===== src/logic/lsq_consts.svh =====
/*
 * Load/store queue constants
 * Queue depths and field widths for the package and the RTL
 */
`ifndef LSQ_CONSTS_SVH
`define LSQ_CONSTS_SVH

////////////////////////////////////////////////////////////////////////////
// Queue depths, kept at powers of two so the pointers wrap naturally
////////////////////////////////////////////////////////////////////////////
`define LSQ_LQ_DEPTH 8
`define LSQ_SQ_DEPTH 8

////////////////////////////////////////////////////////////////////////////
// Field widths
////////////////////////////////////////////////////////////////////////////
`define LSQ_TAG_W 6     // Physical register tag
`define LSQ_ROB_W 5     // ROB index
`define LSQ_XLEN 64     // Data and address

`endif


===== src/logic/lsq_pkg.sv =====
/*
 * Load/store queue types
 * Operation code, the tag/data operand word and the bus structs
 */
`include "lsq_consts.svh"

package lsq_pkg;

	typedef enum logic [1:0] {
		NONE  = 2'd0,
		LOAD  = 2'd1,
		STORE = 2'd2,
		LDA   = 2'd3
	} lsq_op_e;

	// Tag view of an operand that is still waiting
	typedef struct packed {
		logic [`LSQ_XLEN-`LSQ_TAG_W-1:0] pad;
		logic [`LSQ_TAG_W-1:0]           tag;
	} lsq_tag_view_s;

	// Companion ready bit selects the view
	typedef union packed {
		logic [`LSQ_XLEN-1:0] data;
		lsq_tag_view_s        tv;
	} lsq_operand_u;

	typedef struct packed {
		lsq_op_e               op;
		logic [`LSQ_ROB_W-1:0] rob_idx;
		logic [`LSQ_TAG_W-1:0] dest_tag;
		logic [`LSQ_XLEN-1:0]  base;          // Always ready
		lsq_operand_u          offset;
		logic                  offset_ready;
		lsq_operand_u          store_data;
		logic                  data_ready;
	} lsq_dispatch_s;

	typedef struct packed {
		logic                  valid;
		logic [`LSQ_TAG_W-1:0] tag;
		logic [`LSQ_XLEN-1:0]  data;
	} lsq_cdb_s;

	typedef struct packed {
		logic                  valid;
		logic [`LSQ_TAG_W-1:0] dest_tag;
		logic [`LSQ_ROB_W-1:0] rob_idx;
		logic [`LSQ_XLEN-1:0]  data;
	} lsq_result_s;

	typedef struct packed {
		logic                 valid;
		logic                 is_store;
		logic [`LSQ_XLEN-1:0] addr;
		logic [`LSQ_XLEN-1:0] data;
	} lsq_mem_req_s;

	typedef struct packed {
		logic                 valid;
		logic [`LSQ_XLEN-1:0] data;
	} lsq_mem_rsp_s;

endpackage


===== src/logic/result_arbiter.sv =====
/*
 * Result bus arbiter
 * LDA sums go out one cycle after dispatch, finished loads fill the gaps
 */
`timescale 1ns/1ps
`include "lsq_consts.svh"

module result_arbiter
	import lsq_pkg::*;
(
	input  logic          clock,
	input  logic          reset,
	input  lsq_dispatch_s dispatch,
	input  lsq_result_s   load_result,
	output logic          load_taken,
	output lsq_result_s   result
);
	logic                  lda_valid;
	logic [`LSQ_TAG_W-1:0] lda_tag;
	logic [`LSQ_ROB_W-1:0] lda_rob;
	logic [`LSQ_XLEN-1:0]  lda_sum;

	always_ff @(posedge clock) begin
		if (reset) lda_valid <= 1'b0;
		else       lda_valid <= (dispatch.op == LDA);
	end

	always_ff @(posedge clock) begin
		if (dispatch.op == LDA) begin
			lda_tag <= dispatch.dest_tag;
			lda_rob <= dispatch.rob_idx;
			lda_sum <= dispatch.base + dispatch.offset.data;   // Offset is always ready
		end
	end

	// LDA has priority on the single bus
	always_comb begin
		if (lda_valid) begin
			result.valid    = 1'b1;
			result.dest_tag = lda_tag;
			result.rob_idx  = lda_rob;
			result.data     = lda_sum;
		end else begin
			result = load_result;
		end
	end

	assign load_taken = !lda_valid && load_result.valid;

endmodule


===== config.mk =====
export PLATFORM = sky130hd
export DESIGN_NAME = result_arbiter
export DESIGN_NICKNAME = d
export VERILOG_FILES = /design/src/logic/lsq_pkg.sv /design/src/logic/result_arbiter.sv
export VERILOG_INCLUDE_DIRS = /design/src /design/src/logic
export SDC_FILE = /design/constraint.sdc
export NUM_CORES = 1
export LEC_CHECK = 0
export ABC_AREA = 1
export BUFFER_PORTS_ARGS = -buffer_cell sky130_fd_sc_hd__buf_2
export CAP_MARGIN = 5
export CORE_MARGIN = 2
export CORE_UTILIZATION = 50
export DETAILED_ROUTE_END_ITERATION = 12
export HOLD_SLACK_MARGIN = 0.02
export PLACE_DENSITY = 0.82
export SYNTH_ARGS = -nofsm -noshare
export SYNTH_HDL_FRONTEND = slang
export SYNTH_SLANG_ARGS = --single-unit

===== constraint.sdc =====
create_clock -name clock -period 3.3 [get_ports clock]
set_input_delay 0.165 -clock clock [delete_from_list [all_inputs] [get_ports clock]]
set_output_delay 0.165 -clock clock [all_outputs]
set_load 0.03 [all_outputs]

# [Word-level counts from Yosys, hierarchy flattened]
# Cells that the tools add are included.
[word_totals] ff_bits=76 inputBits=285 output_inout_bits=77
[op_classes] eq_ne=1 reduce_logical=2 mux=1 addsub=1
[op_table] cell="76-bit two-way mux" n=1
[op_table] cell="64-bit adder" n=1
[op_table] cell="2-bit equality test (second input constant)" n=1
[op_table] cell="1-bit logical AND" n=1
[op_table] cell="1-bit logical NOT" n=1

# [Longest topological paths before layout]
[depth] ltp_word=2 mapped_depth=14 depth_no_buf=14

# [Worst setup path before layout]
# Ideal clock, no wire load.
[synth_timing] path_kind="input -> register" from="in dispatch[205] in the netlist's numbering" to="reg lda_rob[0], enable pin" path_slack_ns=1.191 required_time_ns=2.871 cell_stages=2 setup_time_ns=0.429 arrival_time_ns=1.680 cell_sequence="nand2_1 > inv_1"
[synth_between] elab_chain_cells=1
[synth_rtl] item="start, declared" line="result_arbiter.sv:13" text="input lsq_dispatch_s dispatch,"
[synth_rtl] item="2-bit equality test" line="result_arbiter.sv:29" text="if (dispatch.op == LDA) begin"
[synth_rtl] item="end signal, assigned" line="result_arbiter.sv:31" text="lda_rob <= dispatch.rob_idx;"
[synth_rtl] item="end, declared" line="result_arbiter.sv:20" text="logic [`LSQ_ROB_W-1:0] lda_rob;"
# Every way passes these cells.
# A chain may end at the register's enable or synchronous reset.

==> out/results.tsv <==
metric	value	unit
clk sinks	76	
YS warnings	0	
non-filler instance count after layout	2147	
asr flop ratio synth	0	
DP Worst Slack	1.057	ns
top cell type's share of synthesized area	0.3353	
Final Hold Fails	0	
Pwr Density	342.0	mW/mm^2
Total Neg Setup Slack	0	ns
# setup viols final	0	
final cycle utilization of the critical path	0.6378	
synthesized cell area	0.009180	mm^2
syn nets	1959	
Synth Area in XOR/XNOR	0.03053	
Arr. time, crit path	1.94	ns
simple-gate area share of the yosys netlist	0.4697	
Iter 0 DRT Violations	840	
per-cell routed wire length	14.05	um
H-tree Lvls	3	
Post-Place Cells	2120	
Crit. End Element	output port	
Ant. Diodes	0	
leading post-synthesis cells by cell area	nand2_1 (34%), edfxtp_1 (25%), inv_1 (13%)	
# rows	49	
clk slew on worst S/H paths	0.05	ns
Die H	139.5	um
grt ovf	0	
Post-synth top flop	edfxtp_1	
most common cell in the synthesized netlist	nand2_1	
hold path cells	1	
area leader, netlist	nand2_1	
Max-slew headroom	0.4954	
Post-Synthesis Cells	1610	
CTS tree	done	
clock share of power	0.265	
I/O Pins	362	
Layout Utilization	0.6312	
Comb power frac	0.418	
first-pass GRT wire length	46.92	mm
number of gates resized after CTS	0	
vias in the first global route	9354	
Post-synth EDFFs	75	
synth unique cells	26	
Die W	139.5	um
Max Buffers Root-to-Sink	2	
fmax	475.1	MHz
largest net degree at the start of global routing	77	
register share of total power	0.316	
Compound-Gate Fraction of Synth Area	0.02535	
RePlAce Congestion	1.013	
RSZ-0062 raised after global routing	no	
multiplexer share of the synthesized area	0	
nets	2262	
Peak VDD IR	0.0002897	V
post-synthesis adder-cell area fraction	0.08805	
worst-path fanout max	54	
final worst slack	1.195	ns
Post-synth top cells	nand2_1 (820), inv_1 (314), nor2_1 (95)	
flop and latch count out of synthesis	76	
Area Growth Syn to Fin	23.51	%
Setup crit start kind	flop	
PortBufs	295	
Die Area	0.01946	mm^2
Slew Viols, Final	0	
Tot GR Track Use	0.3053	
TritonCTS Buffers	9	
initial antenna violation count	0	
Max Cap Violations	0	
Int Pwr	2.384	mW
status	completed	
share of layout cells above drive strength 1	0.2018	
number of routed nets with antenna violations	0	
crit path kind	flop to output port	
Residual DRC	0	
sequential cell area fraction in the yosys report	0.2475	
area of the core	0.01796	mm^2
Vias/cell	4.859	
worst hold path class	primary input to flop	
Psw	1.493	mW
Starting Density	0.5110	
final WL	30.18	mm
post-DP HPWL	26.31	mm
main combinational cell family by area after synthesis	simple AND/OR/NAND/NOR gates	
Power, Total	3.878	mW
CTS Root Cell	clkbuf_16	
vias	10430	
Avg Inst Size Synth	5.702	um^2
Leak	7.003	nW
Final Critical Period	2.105	ns
Critical Path RT	3.13	ns
switch share	0.3852	
Worst Tran Pin Value	0.7558	ns
drt pass-1 iters	7	
==> routing by layer <==
| layer | GRT usage | vias to the layer above | routed length [um] |
|---|---|---|---|
| met2 | 0.4966 | 451 | 13450 |
| li1 | - | 5413 | - |
| met4 | 0.07018 | 0 | 534 |
| met3 | 0.02271 | 33 | 2373 |
| met1 | 0.4449 | 4535 | 13820 |
| met5 | 0 | - | 0 |
==> cells by family after synthesis <==
family	Yosys count
fa+ha+maj	64
buf+inv	339
xor+xnor	32
compound gates	45
simple gates	1054
flops	76
==> state kept, by name (all words and copies together) (netlist names) <==
| name | flops |
|---|---|
| lda_sum | 64 |
| lda_tag | 6 |
| lda_valid | 1 |
| lda_rob | 5 |
==> final cells by class <==
type,count,area (um^2)
Clock buffer,9,225.2
Clock inverter,7,90.09
Fill cell,1743,6625
Inverter,322,1209
Multi-Input combinational cell,1195,5633
Sequential cell,76,2273
Tap cell,229,286.5
Timing Repair Buffer,309,1622
==> through the flow <==
step                      hold slack [ns]  cell area, um^2
final                             0.02529            11340
after global routing              0.02431            11340
after CTS                         0.02036            11340
after detailed placement           0.3161            10910
after global placement             0.3199            10910
after floorplan                    0.2374             9180
==> placed cells by master (no fill, tap or decap), drive strengths merged <==
cell type and count:
nand4 13, clkinv 6, nor2 122, edfxtp 75, nor3 14, dlygate4sd3 11, inv 321, dfxtp 1
bufinv 2, nand2 845, fa 1, xnor2 1, ha 63, nor4 2, nand3 58, o21bai 3
o21ai 2, buf 298, a21oi 40, clkbuf 9, xor2 31
==> what timing repair did <==
action	in CTS	in global routing
setup buffers	0	0
endpoints found under the hold margin	11	0
hold buffers	11	0
==> final timing paths <==
check                                 from                    to
worst max-delay path  lda_valid$_SDFF_PP0_            result[14]
worst min-delay path         dispatch[197]  lda_tag[3]$_DFFE_PP_
==> power groups by stage <==
stage | Combinational, mW | Sequential [mW] | Clock (mW)
floorplan | 1.03 | 1.24 | 0
global placement | 1.56 | 1.24 | 0
detailed placement | 1.58 | 1.25 | 0
CTS | 1.59 | 1.23 | 1.04
global route | 1.79 | 1.24 | 1.07
finish | 1.62 | 1.23 | 1.03
==> critical path, stage by stage, from the launching register on <==
cell and delay [ns]:
dfxtp_2 0.32, inv_2 0.54, buf_4 0.38, nand2_1 0.10
nand2_1 0.07, buf_2 0.19
Power figures use the tool's default switching activity.
