`config.mk`:
```
export PLATFORM = sky130hd
export DESIGN_NAME = store_queue
export DESIGN_NICKNAME = d
export VERILOG_FILES = /design/src/logic/lsq_pkg.sv /design/src/logic/queue_ptr_counter.sv /design/src/logic/store_queue.sv
export VERILOG_INCLUDE_DIRS = /design/src /design/src/logic
export SDC_FILE = /design/constraint.sdc
export NUM_CORES = 2
export LEC_CHECK = 0
export BUFFER_PORTS_ARGS = -buffer_cell sky130_fd_sc_hd__buf_4
export CORE_MARGIN = 4
export CORE_UTILIZATION = 53
export CTS_CLUSTER_SIZE = 30
export DETAILED_ROUTE_END_ITERATION = 8
export PLACE_DENSITY = 0.78
export SLEW_MARGIN = 20
export SYNTH_ARGS = -nofsm -noshare
export SYNTH_HDL_FRONTEND = slang
export SYNTH_SLANG_ARGS = --single-unit
```
`constraint.sdc`:
```
create_clock -name clock -period 9.5 [get_ports clock]
set_input_delay 0.95 -clock clock [delete_from_list [all_inputs] [get_ports clock]]
set_output_delay 0.95 -clock clock [all_outputs]
set_load 0.005 [all_outputs]
```
`src/logic/lsq_consts.svh`:
```
/*
 * Load/store queue constants
 * Queue depths and field widths for the package and the RTL
 */
`ifndef LSQ_CONSTS_SVH
`define LSQ_CONSTS_SVH

////////////////////////////////////////////////////////////////////////////
// Queue depths, kept at powers of two so the pointers wrap naturally
////////////////////////////////////////////////////////////////////////////
`define LSQ_LQ_DEPTH 8
`define LSQ_SQ_DEPTH 8

////////////////////////////////////////////////////////////////////////////
// Field widths
////////////////////////////////////////////////////////////////////////////
`define LSQ_TAG_W 6     // Physical register tag
`define LSQ_ROB_W 5     // ROB index
`define LSQ_XLEN 64     // Data and address

`endif

```
`src/logic/lsq_pkg.sv`:
```
/*
 * Load/store queue types
 * Operation code, the tag/data operand word and the bus structs
 */
`include "lsq_consts.svh"

package lsq_pkg;

	typedef enum logic [1:0] {
		NONE  = 2'd0,
		LOAD  = 2'd1,
		STORE = 2'd2,
		LDA   = 2'd3
	} lsq_op_e;

	// Tag view of an operand that is still waiting
	typedef struct packed {
		logic [`LSQ_XLEN-`LSQ_TAG_W-1:0] pad;
		logic [`LSQ_TAG_W-1:0]           tag;
	} lsq_tag_view_s;

	// Companion ready bit selects the view
	typedef union packed {
		logic [`LSQ_XLEN-1:0] data;
		lsq_tag_view_s        tv;
	} lsq_operand_u;

	typedef struct packed {
		lsq_op_e               op;
		logic [`LSQ_ROB_W-1:0] rob_idx;
		logic [`LSQ_TAG_W-1:0] dest_tag;
		logic [`LSQ_XLEN-1:0]  base;          // Always ready
		lsq_operand_u          offset;
		logic                  offset_ready;
		lsq_operand_u          store_data;
		logic                  data_ready;
	} lsq_dispatch_s;

	typedef struct packed {
		logic                  valid;
		logic [`LSQ_TAG_W-1:0] tag;
		logic [`LSQ_XLEN-1:0]  data;
	} lsq_cdb_s;

	typedef struct packed {
		logic                  valid;
		logic [`LSQ_TAG_W-1:0] dest_tag;
		logic [`LSQ_ROB_W-1:0] rob_idx;
		logic [`LSQ_XLEN-1:0]  data;
	} lsq_result_s;

	typedef struct packed {
		logic                 valid;
		logic                 is_store;
		logic [`LSQ_XLEN-1:0] addr;
		logic [`LSQ_XLEN-1:0] data;
	} lsq_mem_req_s;

	typedef struct packed {
		logic                 valid;
		logic [`LSQ_XLEN-1:0] data;
	} lsq_mem_rsp_s;

endpackage

```
`src/logic/queue_ptr_counter.sv`:
```
/*
 * Circular queue pointers
 * Head, tail and occupancy with full/empty, plus a tail rewind for flush
 */
`timescale 1ns/1ps

module queue_ptr_counter #(
	parameter int DEPTH = 8
) (
	input  logic                       clock,
	input  logic                       reset,
	input  logic                       push,
	input  logic                       pop,
	input  logic                       rewind,
	input  logic [$clog2(DEPTH+1)-1:0] rewind_count,    // Entries kept after this pop
	output logic [$clog2(DEPTH)-1:0]   head,
	output logic [$clog2(DEPTH)-1:0]   tail,
	output logic                       full,
	output logic                       empty
);
	localparam int CNT_W = $clog2(DEPTH + 1);
	localparam logic [CNT_W-1:0] FULL_CNT = CNT_W'(DEPTH);

	logic [CNT_W-1:0]         count;
	logic [$clog2(DEPTH)-1:0] head_next;

	assign head_next = head + pop;

	always_ff @(posedge clock) begin
		if (reset) begin
			head  <= '0;
			tail  <= '0;
			count <= '0;
		end else if (rewind) begin
			head  <= head_next;
			tail  <= head_next + rewind_count[$clog2(DEPTH)-1:0];
			count <= rewind_count;
		end else begin
			head  <= head_next;
			tail  <= tail + push;
			count <= count + push - pop;
		end
	end

	assign full  = (count == FULL_CNT);
	assign empty = (count == '0);

endmodule

```
`src/logic/store_queue.sv`:
```
/*
 * Store queue
 * Holds stores in program order, wakes address and data operands from the
 * CDB and releases committed stores at the head to memory
 */
`timescale 1ns/1ps
`include "lsq_consts.svh"

module store_queue
	import lsq_pkg::*;
(
	input  logic                               clock,
	input  logic                               reset,
	input  lsq_dispatch_s                      dispatch,
	input  lsq_cdb_s                           cdb,
	input  logic                               flush,
	input  logic                               commit_store,
	input  logic                               store_written,
	output logic                               head_ready,
	output logic [`LSQ_XLEN-1:0]               head_addr,
	output logic [`LSQ_XLEN-1:0]               head_data,
	output logic [$clog2(`LSQ_SQ_DEPTH+1)-1:0] pending,
	output logic                               full
);
	localparam int DEPTH = `LSQ_SQ_DEPTH;
	localparam int PTR_W = $clog2(DEPTH);
	localparam int CNT_W = $clog2(DEPTH + 1);

	logic [`LSQ_XLEN-1:0] base [DEPTH];
	lsq_operand_u         offset [DEPTH];
	logic [DEPTH-1:0]     offset_ready;
	lsq_operand_u         sdata [DEPTH];
	logic [DEPTH-1:0]     data_ready;

	logic [PTR_W-1:0] head;
	logic [PTR_W-1:0] tail;
	logic [PTR_W-1:0] occ;
	logic             empty;
	logic             push;
	logic [CNT_W-1:0] commit_cnt;       // Committed but not yet written
	logic [CNT_W-1:0] commit_next;

	// Operand with same-cycle CDB capture
	function automatic lsq_operand_u wake(lsq_operand_u op, logic rdy, lsq_cdb_s bus);
		lsq_operand_u res;
		res = op;
		if (!rdy && bus.valid && bus.tag == op.tv.tag) res.data = bus.data;
		return res;
	endfunction

	function automatic logic woken(lsq_operand_u op, logic rdy, lsq_cdb_s bus);
		return rdy || (bus.valid && bus.tag == op.tv.tag);
	endfunction

	assign push        = (dispatch.op == STORE) && !flush;
	assign commit_next = commit_cnt + commit_store - store_written;

	queue_ptr_counter #(.DEPTH(DEPTH)) u_ptr (
		.clock        (clock),
		.reset        (reset),
		.push         (push),
		.pop          (store_written),
		.rewind       (flush),
		.rewind_count (commit_next),    // Keep only committed stores
		.head         (head),
		.tail         (tail),
		.full         (full),
		.empty        (empty)
	);

	always_ff @(posedge clock) begin
		if (reset) commit_cnt <= '0;
		else       commit_cnt <= commit_next;
	end

	always_ff @(posedge clock) begin
		for (int i = 0; i < DEPTH; i++) begin
			offset[i]       <= wake(offset[i], offset_ready[i], cdb);
			offset_ready[i] <= woken(offset[i], offset_ready[i], cdb);
			sdata[i]        <= wake(sdata[i], data_ready[i], cdb);
			data_ready[i]   <= woken(sdata[i], data_ready[i], cdb);
		end
		if (push) begin
			base[tail]         <= dispatch.base;
			offset[tail]       <= wake(dispatch.offset, dispatch.offset_ready, cdb);
			offset_ready[tail] <= woken(dispatch.offset, dispatch.offset_ready, cdb);
			sdata[tail]        <= wake(dispatch.store_data, dispatch.data_ready, cdb);
			data_ready[tail]   <= woken(dispatch.store_data, dispatch.data_ready, cdb);
		end
	end

	assign occ        = tail - head;
	assign pending    = full ? CNT_W'(DEPTH) : {1'b0, occ};
	assign head_ready = !empty && (commit_cnt != '0) && offset_ready[head] && data_ready[head];
	assign head_addr  = base[head] + offset[head].data;
	assign head_data  = sdata[head].data;

endmodule

```
Yosys cells after proc, flatten, opt, wreduce, memory -nomap -nowiden --
Memory sizes are Yosys's and may differ from the RTL's. A register that Yosys moved wholly into a read port is not among the register bits. Index checks and enable logic that the tools add are counted.
Storage, ports and cells: bits in registers 30, memory bits (writable) 1536, input bits 283, output and inout bits 134, word-level logic and storage cells 178, memories 3
Operators by class: add/subtract/negate cells 9, magnitude comparators 3, eq/ne operators 20, multiplexer cells 38, reduce and logical (&&, ||, !) cells 99
Memory list:
- base | depth 8, bits a word 64, rd ports 1, clocked after memory_dff 1, write ports 1, line store_queue.sv:29 | logic [`LSQ_XLEN-1:0] base [DEPTH];
- offset | depth 8, bits a word 64, rd ports 9, clocked after memory_dff 1, write ports 9, line store_queue.sv:30 | lsq_operand_u offset [DEPTH];
- sdata | depth 8, bits a word 64, rd ports 9, clocked after memory_dff 1, write ports 9, line store_queue.sv:32 | lsq_operand_u sdata [DEPTH];
Operator list (count):
- 64-bit two-way mux | 20
- 6-bit == test | 18
- 64-bit adder | 1
- 1-bit logical AND | 59
- 1-bit zero test | 20
- 1-bit logical OR | 18
- 8-bit bitwise mux | 2
- 8-bit two-way mux | 2
- 3-bit two-way mux | 4
- 4-bit by 1-bit adder with 4-bit output | 2
- 3-bit by 4-bit less-than comparator with 1-bit output, second input constant | 2
- 4-bit two-way mux | 2
- 4-bit by 1-bit subtractor with 4-bit output | 2
- 3-bit by 1-bit adder with 3-bit output | 2
- 1-bit binary-select mux with 3-bit select | 2
- 1-bit two-way mux | 5
- 4-bit == test, second input constant | 1
- 4-bit zero test | 1
- 4-bit nonzero test | 1
- 3-bit adder | 1
- 1-bit demux with 3-bit select | 1
- 3-bit by 1-bit >= comparator with 1-bit output, second input constant | 1
- 3-bit subtractor | 1
- 2-bit == test, second input constant | 1

Longest topological paths before layout --
word-level depth 6, depth in mapped cells 16, depth with buffers taken out 13

By module --
Synthesis repeated with hierarchy kept, for this count alone.
Unflattened totals: cell total of the unflattened synthesis 4350, area, all modules 76577.2 µm²
By module, submodules not included:
- store_queue | times used 1, cells each 4284, area each 75951.6 µm², seq. area each 46524.6 µm²
- queue_ptr_counter | times used 1, cells each 66, area each 625.6 µm², seq. area each 200.2 µm²

Worst setup path after synthesis --
No wires, ideal clock.
path type in2reg, from input cdb[66] (netlist name), to memory offset[7][0] (netlist name) (enable), arrival time 8.443 ns, path slack 0.396 ns, cell stages on the path 5, path buffers 2, path through buf_2 -> buf_1 -> xnor2_1 -> nand2_1 -> o41ai_1
RTL lines:
- from (decl) | line store_queue.sv:15 | input lsq_cdb_s cdb,
- to (decl) | line store_queue.sv:30

==> results.md <==
- Status: finished clean
- Setup TNS Final: 0 ns
- Peak Freq: 0.127 GHz
- CP max FO: 72
- Most common cell after layout, fill and taps aside: edfxtp_1
- Hold slack: 0.374 ns
- Post-route setup slack: 1.63 ns
- CTS max path bufs: 3
- Final nets: 5048
- CTS HTree Levels: 4
- Final critical-path required period: 7.87 ns
- Largest net degree at the start of global routing: 134
- Post-cts hold buffer count: 0
- Post-Route WL: 213000 um
- Worst Skew: 0.0359 ns
- Post-route insts no fill: 6772
- Final worst path period share: 82.8%
- Total Routing Usage GR: 27.9%
- Core Box Area: 143000 um^2
- Layout cell share with drive strength beyond 1: 47.4%
- Post-Synthesis Cells: 4357
- Synth warnings: 0
- Dpl cell area: 81500 um^2
- First-pass GRT wire length: 306000 um
- Initial Util: 53.3%
- Cells after DPL: 6417
- DRC violations left: 0
- Commonest non-fill, non-tap cells in the layout: 1536 x edfxtp_1, 1121 x mux2_2, 473 x buf_4
- Post-CTS Resized: 0
- Post-synth ARST share: 0%
- Slew headroom: 18.2%
- CTS tree: built
- First-pass DRT Iterations: 5
- Final Setup Violations: 0
- Skew-Pair Late Insertion Delay: 0.80 ns
- WL/cell: 31.4 um
- Die Ht: 388 um
- Library cells used by synthesis: 74
- Total grt overflow: 0
- Place WS: 2.54 ns
- Hold Crit Class: primary input to flip-flop
- Vias: 43500
- # port buffers: 405
- Post-synthesis register bit count: 1566
- WS Path Type: flip-flop to primary output
- Vias per cell: 6.42
- Req. time, crit path: 8.55 ns
- Post-synthesis net count: 4725
- FP Rows: 139
- WP data arrival: 6.92 ns
- Post-synth EDFFs: 1536
- Seq/Total Area, Yosys: 61.1%
- Die width: 388 um
- Maxcap violations: 0
- # IOs: 417
- PD cells: 202 nW/um^2
- Peak VDD IR: 0.178 mV
- RSZ-0062 raised after global routing: no
- Reg2reg setup slack: 5.52 ns
- Num Clock Sinks: 1566
- Top FF cell, synth: edfxtp_1
- Root Driver: clkbuf_16
- Area grow syn2layout: 13.8%
- Post-CTS Setup Bufs: 0
- Vias in the first global route: 44200
- DRT antenna net count: 0
- Initial DRC count: 4652
- Reg clk slew, reported paths: 0.06 ns
- Post-DP HPWL: 130000 um
- Gpl congestion: 0.931
- Static leakage: 28.9 nW
- Slew Limit Fails: 0
- Post-route cell area: 87000 um^2
- Die area: 150000 um^2
- Crit path launch type: flip-flop
- Total clock buffers created by CTS: 164
- Mean Syn Cell Area: 17.6 um^2
- Endpoints failing hold: 0
- Mapped cell area: 76500 um^2
- Initial antenna violation count: 67
- Worst Setup End Kind: primary output
- Tightest Pin Transition: 1.23 ns
## registers in the layout, summed over array words and instances, names as in the netlist
name          flops
offset          512
offset_ready      8
data_ready        8
base            512
u_ptr.head        3
u_ptr.count       4
sdata           512
u_ptr.tail        3
commit_cnt        4
## per-layer routing
metal	track usage [%]	share of wire (%)
met2	44.5	48
met1	37.1	38
met3	6.81	11
met5	0	0.11
met4	11.3	3.7
## worst paths after layout
path | from | end | cells past startpoint
worst max-delay path | u_ptr.head[0] | head_addr[62] | 14
worst min-delay path | dispatch[161] | base[3][31] | 1
worst min register to register | data_ready[3] | data_ready[3] | 2
worst max register to register | u_ptr.tail[2] | sdata[6][48] | 6
## critical path, stage by stage (launching register included)
cell	delay, ns
dfxtp_4	0.95
buf_12	0.53
mux4_2	0.59
mux2_2	0.28
ha_1	0.42
nand4_1	0.27
nor3_1	0.55
nand3_1	0.14
a21oi_1	0.47
o2111a_1	0.45
o41ai_2	0.20
a2111oi_0	0.47
nor2_1	0.18
xnor2_1	0.31
buf_4	0.18
## final cells by class
class                   count  area [um^2]
fillers                 10400        56400
flip-flops and latches   1566        46700
multi-input cells        2425        28500
clock buffers             198         4280
repair buffers            480         3690
well taps                1903         2380
clock inverters           108         1120
inverters                  43          176
diodes                     49          123
## synth_stat cells, types with 6 or more instances
cell type     n  area (um^2)
nor2b_1      12         75.1
buf_1        68          255
o41ai_1      12          105
nand2_1      90          338
nor2_1       62          233
buf_2       108          541
nand2b_1      6         37.5
edfxtp_1   1536        46100
o21bai_1     19          143
xnor2_1     129         1130
mux4_2      384         8650
mux2_2     1121        12600
o21a_1        6         45.0
inv_1        43          161
nand4_1      35          219
nor3_1       19         95.1
xor2_1       52          455
dfxtp_1      30          601
ha_1         80         1000
or4_1         6         45.0
and2_1        6         37.5
a31oi_1       7         43.8
o21ai_0      51          255
mux2_1       94         1060
clkbuf_1    145          544
nand3_1      18         90.1
a21o_1       33          248
a21oi_1      88          440
o21ai_1      13         65.1
## where the power goes
| part | internal (W) | switching [W] |
|---|---|---|
| Combinational | 0.00143 | 0.00169 |
| Sequential | 0.00784 | 0.000113 |
| Clock | 0.00373 | 0.00274 |
| Total | 0.0130 | 0.00455 |
## metrics by stage
step                      utilization [%]  power (W)
after floorplan                         -    0.00993
after global placement               56.8     0.0111
after detailed placement             56.8     0.0112
after CTS                            60.6     0.0176
after global routing                 60.6     0.0181
final                                60.7     0.0175
## cells by family after synthesis
family | after synthesis | share of synthesized area (%)
multiplexers | 1602 | 29.2
flip-flops | 1566 | 61.1
buffers and inverters | 366 | 1.98
AO/OA/AOI/OAI | 284 | 2.46
AND/OR/NAND/NOR | 273 | 1.73
XOR/XNOR | 181 | 2.07
adder cells (fa/ha/maj) | 85 | 1.44
Power figures use the tool's default switching activity.
