===== config.mk =====
export PLATFORM = sky130hd
export DESIGN_NAME = load_queue
export DESIGN_NICKNAME = d
export VERILOG_FILES = /design/src/logic/lsq_pkg.sv /design/src/logic/load_queue.sv /design/src/logic/queue_ptr_counter.sv
export VERILOG_INCLUDE_DIRS = /design/src /design/src/logic
export SDC_FILE = /design/constraint.sdc
export NUM_CORES = 2
export LEC_CHECK = 0
export ABC_AREA = 1
export BUFFER_PORTS_ARGS = -buffer_cell sky130_fd_sc_hd__buf_2
export CORE_MARGIN = 4
export CORE_UTILIZATION = 47
export CTS_BUF_LIST = sky130_fd_sc_hd__clkbuf_2
export DETAILED_ROUTE_END_ITERATION = 8
export HOLD_SLACK_MARGIN = 0.1
export PLACE_DENSITY = 0.63
export SLEW_MARGIN = 15
export SYNTH_ARGS = -nofsm -noshare
export SYNTH_HDL_FRONTEND = slang
export SYNTH_SLANG_ARGS = --single-unit

===== constraint.sdc =====
create_clock -name clock -period 6.2 [get_ports clock]
set_clock_uncertainty 0.2 [all_clocks]
set_input_delay 0.93 -clock clock [delete_from_list [all_inputs] [get_ports clock]]
set_output_delay 0.93 -clock clock [all_outputs]
set_load 0.005 [all_outputs]

===== src/logic/lsq_consts.svh =====
/*
 * Load/store queue constants
 * Queue depths and field widths for the package and the RTL
 */
`ifndef LSQ_CONSTS_SVH
`define LSQ_CONSTS_SVH

////////////////////////////////////////////////////////////////////////////
// Queue depths, kept at powers of two so the pointers wrap naturally
////////////////////////////////////////////////////////////////////////////
`define LSQ_LQ_DEPTH 8
`define LSQ_SQ_DEPTH 8

////////////////////////////////////////////////////////////////////////////
// Field widths
////////////////////////////////////////////////////////////////////////////
`define LSQ_TAG_W 6     // Physical register tag
`define LSQ_ROB_W 5     // ROB index
`define LSQ_XLEN 64     // Data and address

`endif


===== src/logic/lsq_pkg.sv =====
/*
 * Load/store queue types
 * Operation code, the tag/data operand word and the bus structs
 */
`include "lsq_consts.svh"

package lsq_pkg;

	typedef enum logic [1:0] {
		NONE  = 2'd0,
		LOAD  = 2'd1,
		STORE = 2'd2,
		LDA   = 2'd3
	} lsq_op_e;

	// Tag view of an operand that is still waiting
	typedef struct packed {
		logic [`LSQ_XLEN-`LSQ_TAG_W-1:0] pad;
		logic [`LSQ_TAG_W-1:0]           tag;
	} lsq_tag_view_s;

	// Companion ready bit selects the view
	typedef union packed {
		logic [`LSQ_XLEN-1:0] data;
		lsq_tag_view_s        tv;
	} lsq_operand_u;

	typedef struct packed {
		lsq_op_e               op;
		logic [`LSQ_ROB_W-1:0] rob_idx;
		logic [`LSQ_TAG_W-1:0] dest_tag;
		logic [`LSQ_XLEN-1:0]  base;          // Always ready
		lsq_operand_u          offset;
		logic                  offset_ready;
		lsq_operand_u          store_data;
		logic                  data_ready;
	} lsq_dispatch_s;

	typedef struct packed {
		logic                  valid;
		logic [`LSQ_TAG_W-1:0] tag;
		logic [`LSQ_XLEN-1:0]  data;
	} lsq_cdb_s;

	typedef struct packed {
		logic                  valid;
		logic [`LSQ_TAG_W-1:0] dest_tag;
		logic [`LSQ_ROB_W-1:0] rob_idx;
		logic [`LSQ_XLEN-1:0]  data;
	} lsq_result_s;

	typedef struct packed {
		logic                 valid;
		logic                 is_store;
		logic [`LSQ_XLEN-1:0] addr;
		logic [`LSQ_XLEN-1:0] data;
	} lsq_mem_req_s;

	typedef struct packed {
		logic                 valid;
		logic [`LSQ_XLEN-1:0] data;
	} lsq_mem_rsp_s;

endpackage


===== src/logic/load_queue.sv =====
/*
 * Load queue
 * Holds loads in program order, wakes offsets from the CDB, counts older
 * stores and keeps returned data until the head result is taken
 */
`timescale 1ns/1ps
`include "lsq_consts.svh"

module load_queue
	import lsq_pkg::*;
(
	input  logic                                 clock,
	input  logic                                 reset,
	input  lsq_dispatch_s                        dispatch,
	input  lsq_cdb_s                             cdb,
	input  logic                                 flush,
	input  logic                                 store_written,
	input  logic [$clog2(`LSQ_SQ_DEPTH+1)-1:0]   sq_pending,
	output logic                                 issue_ok,
	output logic [`LSQ_XLEN-1:0]                 issue_addr,
	input  logic                                 load_data_valid,
	input  logic [`LSQ_XLEN-1:0]                 load_data,
	output lsq_result_s                          head_result,
	input  logic                                 load_taken,
	output logic                                 full
);
	localparam int DEPTH    = `LSQ_LQ_DEPTH;
	localparam int PTR_W    = $clog2(DEPTH);
	localparam int SQ_CNT_W = $clog2(`LSQ_SQ_DEPTH + 1);

	////////////////////////////////////////////////////////////////////////////
	// Entry storage
	////////////////////////////////////////////////////////////////////////////
	logic [`LSQ_XLEN-1:0]  base [DEPTH];
	lsq_operand_u          offset [DEPTH];
	logic [DEPTH-1:0]      offset_ready;
	logic [SQ_CNT_W-1:0]   st_cnt [DEPTH];    // Older stores still unwritten
	logic [DEPTH-1:0]      data_valid;
	logic [`LSQ_XLEN-1:0]  ldata [DEPTH];
	logic [`LSQ_ROB_W-1:0] rob_idx [DEPTH];
	logic [`LSQ_TAG_W-1:0] dest_tag [DEPTH];

	logic [PTR_W-1:0] head;
	logic [PTR_W-1:0] tail;
	logic             empty;
	logic             push;
	lsq_operand_u     in_offset;
	logic             in_offset_ready;

	assign push = (dispatch.op == LOAD) && !flush;

	queue_ptr_counter #(.DEPTH(DEPTH)) u_ptr (
		.clock        (clock),
		.reset        (reset),
		.push         (push),
		.pop          (load_taken),
		.rewind       (flush),
		.rewind_count ('0),       // Flush drops every load
		.head         (head),
		.tail         (tail),
		.full         (full),
		.empty        (empty)
	);

	// Same-cycle CDB capture at dispatch
	always_comb begin
		in_offset       = dispatch.offset;
		in_offset_ready = dispatch.offset_ready;
		if (!dispatch.offset_ready && cdb.valid && cdb.tag == dispatch.offset.tv.tag) begin
			in_offset.data  = cdb.data;
			in_offset_ready = 1'b1;
		end
	end

	always_ff @(posedge clock) begin
		for (int i = 0; i < DEPTH; i++) begin
			if (!offset_ready[i] && cdb.valid && cdb.tag == offset[i].tv.tag) begin
				offset[i].data  <= cdb.data;
				offset_ready[i] <= 1'b1;
			end
			if (store_written && st_cnt[i] != '0) begin
				st_cnt[i] <= st_cnt[i] - 1'b1;
			end
		end
		if (load_data_valid) begin
			ldata[head]      <= load_data;
			data_valid[head] <= 1'b1;
		end
		if (push) begin
			base[tail]         <= dispatch.base;
			offset[tail]       <= in_offset;
			offset_ready[tail] <= in_offset_ready;
			st_cnt[tail]       <= sq_pending - store_written;
			data_valid[tail]   <= 1'b0;
			rob_idx[tail]      <= dispatch.rob_idx;
			dest_tag[tail]     <= dispatch.dest_tag;
		end
	end

	////////////////////////////////////////////////////////////////////////////
	// Head issue and result
	////////////////////////////////////////////////////////////////////////////
	assign issue_ok   = !empty && offset_ready[head] && (st_cnt[head] == '0) && !data_valid[head];
	assign issue_addr = base[head] + offset[head].data;

	always_comb begin
		head_result.valid    = !empty && data_valid[head] && !flush;
		head_result.dest_tag = dest_tag[head];
		head_result.rob_idx  = rob_idx[head];
		head_result.data     = ldata[head];
	end

endmodule


===== src/logic/queue_ptr_counter.sv =====
/*
 * Circular queue pointers
 * Head, tail and occupancy with full/empty, plus a tail rewind for flush
 */
`timescale 1ns/1ps

module queue_ptr_counter #(
	parameter int DEPTH = 8
) (
	input  logic                       clock,
	input  logic                       reset,
	input  logic                       push,
	input  logic                       pop,
	input  logic                       rewind,
	input  logic [$clog2(DEPTH+1)-1:0] rewind_count,    // Entries kept after this pop
	output logic [$clog2(DEPTH)-1:0]   head,
	output logic [$clog2(DEPTH)-1:0]   tail,
	output logic                       full,
	output logic                       empty
);
	localparam int CNT_W = $clog2(DEPTH + 1);
	localparam logic [CNT_W-1:0] FULL_CNT = CNT_W'(DEPTH);

	logic [CNT_W-1:0]         count;
	logic [$clog2(DEPTH)-1:0] head_next;

	assign head_next = head + pop;

	always_ff @(posedge clock) begin
		if (reset) begin
			head  <= '0;
			tail  <= '0;
			count <= '0;
		end else if (rewind) begin
			head  <= head_next;
			tail  <= head_next + rewind_count[$clog2(DEPTH)-1:0];
			count <= rewind_count;
		end else begin
			head  <= head_next;
			tail  <= tail + push;
			count <= count + push - pop;
		end
	end

	assign full  = (count == FULL_CNT);
	assign empty = (count == '0);

endmodule


# Word level (Yosys, flattened, before mapping)
# Memories as Yosys holds them, arrays and structs flattened. A register that Yosys moved wholly into a read port is not among the register bits.
# Index checks and enable logic that the tools add are counted.
[classes]
addsub = 14
magnitude_cmp = 4
n_eq_ne = 11
muxes = 65
bitwise_logic = 3
reduce_logical = 57
[ops]
columns = ["op", "count"]
rows = [
  ["adder 64 bit", 1],
  ["2-to-1 mux 64 bit", 1],
  ["equality test 6 bit", 9],
  ["2-to-1 mux 1 bit", 49],
  ["logical AND 1 bit", 34],
  ["nonzero test 4 bit", 8],
  ["subtractor 4 x 1 -> 4 bit (second input constant)", 8],
  ["2-to-1 mux 8 bit", 3],
  ["2-to-1 mux 3 bit", 7],
  ["zero test 1 bit", 12],
  ["bitwise AND 8 bit", 1],
  ["bitwise mux 8 bit", 1],
  ["zero test 4 bit", 2],
  ["less-than comparator 3 x 4 -> 1 bit (second input constant)", 2],
  ["inverter 8 bit", 1],
  ["bitwise OR 8 bit", 1],
  ["subtractor 4 x 1 -> 4 bit", 2],
  ["adder 3 x 1 -> 3 bit", 2],
  ["binary-select mux 1 bit (select 3 bit)", 2],
  ["demux 1 bit (select 3 bit)", 2],
  ["greater-or-equal comparator 3 x 1 -> 1 bit (second input constant)", 2],
  ["adder 4 x 1 -> 4 bit", 1],
  ["equality test 4 bit (second input constant)", 1],
  ["equality test 2 x 1 -> 1 bit (second input constant)", 1],
  ["OR reduction 2 bit", 1],
]
[word_totals]
regBits = 26
ram_bits = 1656
input_bits = 352
output_inout_bits = 142
wordCells = 165
memories = 6
[mem_list]
columns = ["memory", "depth", "width", "read_ports", "rd_clocked_by_memory_dff", "wr", "line", "source"]
rows = [
  ["base", 8, 64, 1, 1, 1, "load_queue.sv:34", "logic [`LSQ_XLEN-1:0] base [DEPTH];"],
  ["ldata", 8, 64, 1, 1, 1, "load_queue.sv:39", "logic [`LSQ_XLEN-1:0] ldata [DEPTH];"],
  ["offset", 8, 64, 9, 1, 9, "load_queue.sv:35", "lsq_operand_u offset [DEPTH];"],
  ["dest_tag", 8, 6, 1, 1, 1, "load_queue.sv:41", "logic [`LSQ_TAG_W-1:0] dest_tag [DEPTH];"],
  ["rob_idx", 8, 5, 1, 1, 1, "load_queue.sv:40", "logic [`LSQ_ROB_W-1:0] rob_idx [DEPTH];"],
  ["st_cnt", 8, 4, 9, 1, 9, "load_queue.sv:37", "logic [SQ_CNT_W-1:0] st_cnt [DEPTH];"],
]

# Longest topological paths before layout
[depth]
depth_word = 8
depth_mapped = 24
mapped_depth_nobuf = 21

# By module
# From an unflattened synthesis, not the netlist that was laid out.
[hier_totals]
cells_unflattened = 7221
area_unflattened_um2 = 77652.0
[by_module_without_submodules]
columns = ["module", "n_inst", "cells_each", "area_each_um2", "seq_area_each_um2"]
rows = [
  ["load_queue", 1, 7134, 76990.1, 50048.0],
  ["queue_ptr_counter", 1, 87, 661.9, 200.2],
]

# Worst setup path before layout
# No wires, ideal clock.
[synth_timing]
path_type = "register to register"
from = "register u_ptr.head[0]"
to = "memory ldata[3][0] (netlist name) (enable)"
setup_time_ps = 488
arrival_time_ps = 3883
required_time_ps = 5512
slack_ps = 1629
path_stages_with_launch = 7
n_path_buf = 4
synth_period_minus_slack_ps = 4571
cell_sequence = "dfxtp_1 > buf_4 > buf_4 > buf_2 > buf_2 > nand2_1 > nor2_1"
[synth_rtl]
columns = ["element", "line", "source"]
rows = [
  ["start, declared", "queue_ptr_counter.sv:16", "output logic [$clog2(DEPTH)-1:0] head,"],
  ["start signal, assigned", "queue_ptr_counter.sv:35", "head <= head_next;"],
  ["start signal, assigned", "queue_ptr_counter.sv:39", "head <= head_next;"],
  ["end, declared", "load_queue.sv:39", ""],
]
# Straight into the memory's write port.

==> out/qor.yml <==
run_status:
  status: "complete, but fails checks"
  violations: "antenna rules, setup timing"
critical_path:
  critPathLaunch: "u_ptr.head[2]"
  arrival_ns: 5.37
  required_ns: 5.07
  critPathMaxStageDelay_ns: 0.52
  crit_fanout: 11
  path_class: "reg2out"
  reg2reg_from: "u_ptr.head[0]"
  crit_top_cell: "nand2_1"
  endpoint_kind: "output port"
  cp_slowest_cell: "ha_2"
  start_kind: "register"
  cp_cell_sequence: "buf_12 -> nor2_4 -> buf_12 -> nand2_8 -> inv_16 -> buf_8 -> a21oi_1 -> o211ai_1 -> ha_2 -> nand2_4 -> nor2_4 -> nand2_1 -> inv_1 -> nand2_1 -> nand2_2 -> nand2_2 -> nand2_4 -> nand2_2 -> nand2_1 -> nand2_1 -> nand2_4 -> buf_2"
sta:
  tns_ns: -11.23
  final.period_utilization: 1.05
  tightest_slew_ns: 1.24
  fin_crit_ns: 6.50
  setup_violations: 53
  rsz0062_at_grt: "true"
  timing_hold_violations_final: 0
  maxSlewViolCount: 0
  fmax_mhz: 154
  slew-limit-headroom: 0.175
  fin_ws_ns: -0.295
finish:
  area_growth_pct: 27.4
  finalNonFillerCells: 11100
  utilization: 0.603
  stdcell_area_mm2: 0.0969
  drive_gt1_frac: 0.219
  nets: 9028
detailed_routing:
  dr.first_iter.drc_count: 7348
  antenna_left: 1
  drt-total-wl_mm: 263
  route.detailed.drc: 0
  vias_per_cell: 5.67
  wl_per_cell_um: 23.7
  detail_route.first_pass.iterations: 6
  vias: 62900
grt:
  grt.total_usage: 0.302
  antenna_found_initial: 36
  grt_first_pass_wirelength_mm: 379
  grt_pass1_vias: 59500
  grt_max_degree: 96
  grt_overflow: 0
floorplanning:
  dieWidth_um: 410
  die_area_mm2: 0.168
  design.core.area_mm2: 0.161
  ios: 494
  start_util: 0.473
  chipHeight_um: 410
  num_rows: 147
synth:
  synth_edf_count: 1656
  netlist_instances: 7164
  ys.flop_type: "edfxtp_1"
  postSynthAreaPerCell_um2: 10.6
  synth_cell_types: 41
  ys_ff_latch: 1682
  async_reset_ff_frac: 0
  syn-cell-area_mm2: 0.0761
  yosysWarnings: 0
  yosysSeqAreaShare: 0.661
  syn_nets: 7601
placement:
  place_congestion: 1.01
  port_buffers: 428
  placedCellCount: 9415
  pre_cts_slack_ns: 0.639
  placed_cell_area_mm2: 0.0805
  dpl.hpwl_mm: 142
clock_tree:
  clockBufferDepth: 4
  root_buffer: "clkbuf_2"
  cts_made_buffers: 432
  clk_latency_ns: 1.92
  path_clk_slew_ns: 0.11
  htree_levels: 5
  cts_sinks: 1682
  cts_tree: "yes"
flow_run:
  drv_cap: 0
power:
  vdd_drop_max_mv: 0.224
  leakage_nw: 37.5
  powerDensity_mw_per_mm2: 276
min_path:
  hold_start: "data_valid[6]"
  hp-class: "reg2reg"
through the flow:
step	hold slack (ns)	total power [W]
global route	0.204	0.0278
finish	0.284	0.0267
CTS	0.101	0.0260
global placement	0.247	0.0175
floorplan	0.235	0.0155
detailed placement	0.262	0.0175
worst paths after layout:
kind                          to  slack [ns]  cells after the start
setup / recovery  issue_addr[47]       -0.30                     22
hold / removal     data_valid[6]        0.28                      2
setup reg to reg     ldata[5][1]        2.06                      6
hold reg to reg    data_valid[6]        0.28                      2
what timing repair did:
item                                   in CTS  in global routing
pin swaps                                 116                156
endpoints found under the hold margin    2493                  0
hold buffers                              734                  0
cloned                                     36                  4
buffers inserted                           79                 52
setup endpoints to repair                 127                 61
gates resized for setup                   450                317
registers in the layout (all words and copies together) (netlist names):
| signal | count |
|---|---|
| data_valid | 8 |
| base | 512 |
| u_ptr.tail | 3 |
| offset | 512 |
| dest_tag | 48 |
| offset_ready | 8 |
| st_cnt | 32 |
| ldata | 512 |
| rob_idx | 40 |
| u_ptr.head | 3 |
| u_ptr.count | 4 |
routing by layer:
layer  GRT usage  routed length (um)  up-vias
met5           0                  41        -
met4       0.110                9190        6
met3      0.0683               30000      573
met2       0.468              119000     3734
met1       0.420              105000    30300
li1            -                   -    28300
cell usage after synthesis, types with 58 or more instances:
master | number | share of area
a21oi_1 | 234 | 0.015
buf_2 | 66 | 0.0043
clkbuf_1 | 327 | 0.016
edfxtp_1 | 1656 | 0.65
ha_1 | 83 | 0.014
inv_1 | 484 | 0.024
nand2_1 | 1518 | 0.075
nand3_1 | 79 | 0.0052
nor2_1 | 802 | 0.040
o211ai_1 | 123 | 0.012
o21ai_0 | 1028 | 0.068
o21ai_1 | 214 | 0.014
o21ai_2 | 58 | 0.0067
o22ai_1 | 158 | 0.013
xor2_1 | 62 | 0.0071
cells by family after synthesis:
kind of cell,synth area share
AOI/OAI and AO/OA,0.143
xor gates and xnor gates,0.00829
and+or+nand+nor,0.125
buffers and inverters,0.0491
DFF,0.661
adders and majority gates,0.0142
power by group:
group          switching [W]  total, W  internal [W]
sequential         0.0000863    0.0128        0.0127
combinational        0.00416   0.00657       0.00241
clock                0.00451   0.00733       0.00282
worst max-delay path, delay by kind of cell (launching register included):
kind,cells,cell delay [ns]
AO/OA/AOI/OAI,2,0.44
adder cells (fa/ha/maj),1,0.52
buffers and inverters,6,0.74
flip-flops,1,0.45
AND/OR/NAND/NOR,13,1.26
cells in the final DEF, fill, tap and decap left out, types with 34 or more instances in the layout:
cell type,instances
a21oi_1,191
a21oi_2,37
buf_12,51
buf_2,426
buf_4,150
clkbuf_2,615
clkinv_1,93
diode_2,36
dlygate4sd3_1,734
edfxtp_1,1656
ha_4,40
inv_1,451
nand2_1,1321
nand2_2,147
nand2_4,54
nand3_1,54
nor2_1,729
nor2_2,34
nor2_4,39
o211ai_1,123
o21ai_0,996
o21ai_1,240
o21ai_2,64
o22ai_1,156
final cells by class:
cell class                 instances  area, um^2
inverter                         491        1950
sequential                      1682       50300
tap                             2160        2700
clock buffer                     615        3080
fill                           13100       63800
multi-input combinational       4547       25000
antenna                           36        90.1
timing repair inverter             9         108
clock inverter                   124         611
timing repair buffer            1428       13100
Power figures use the tool's default switching activity.
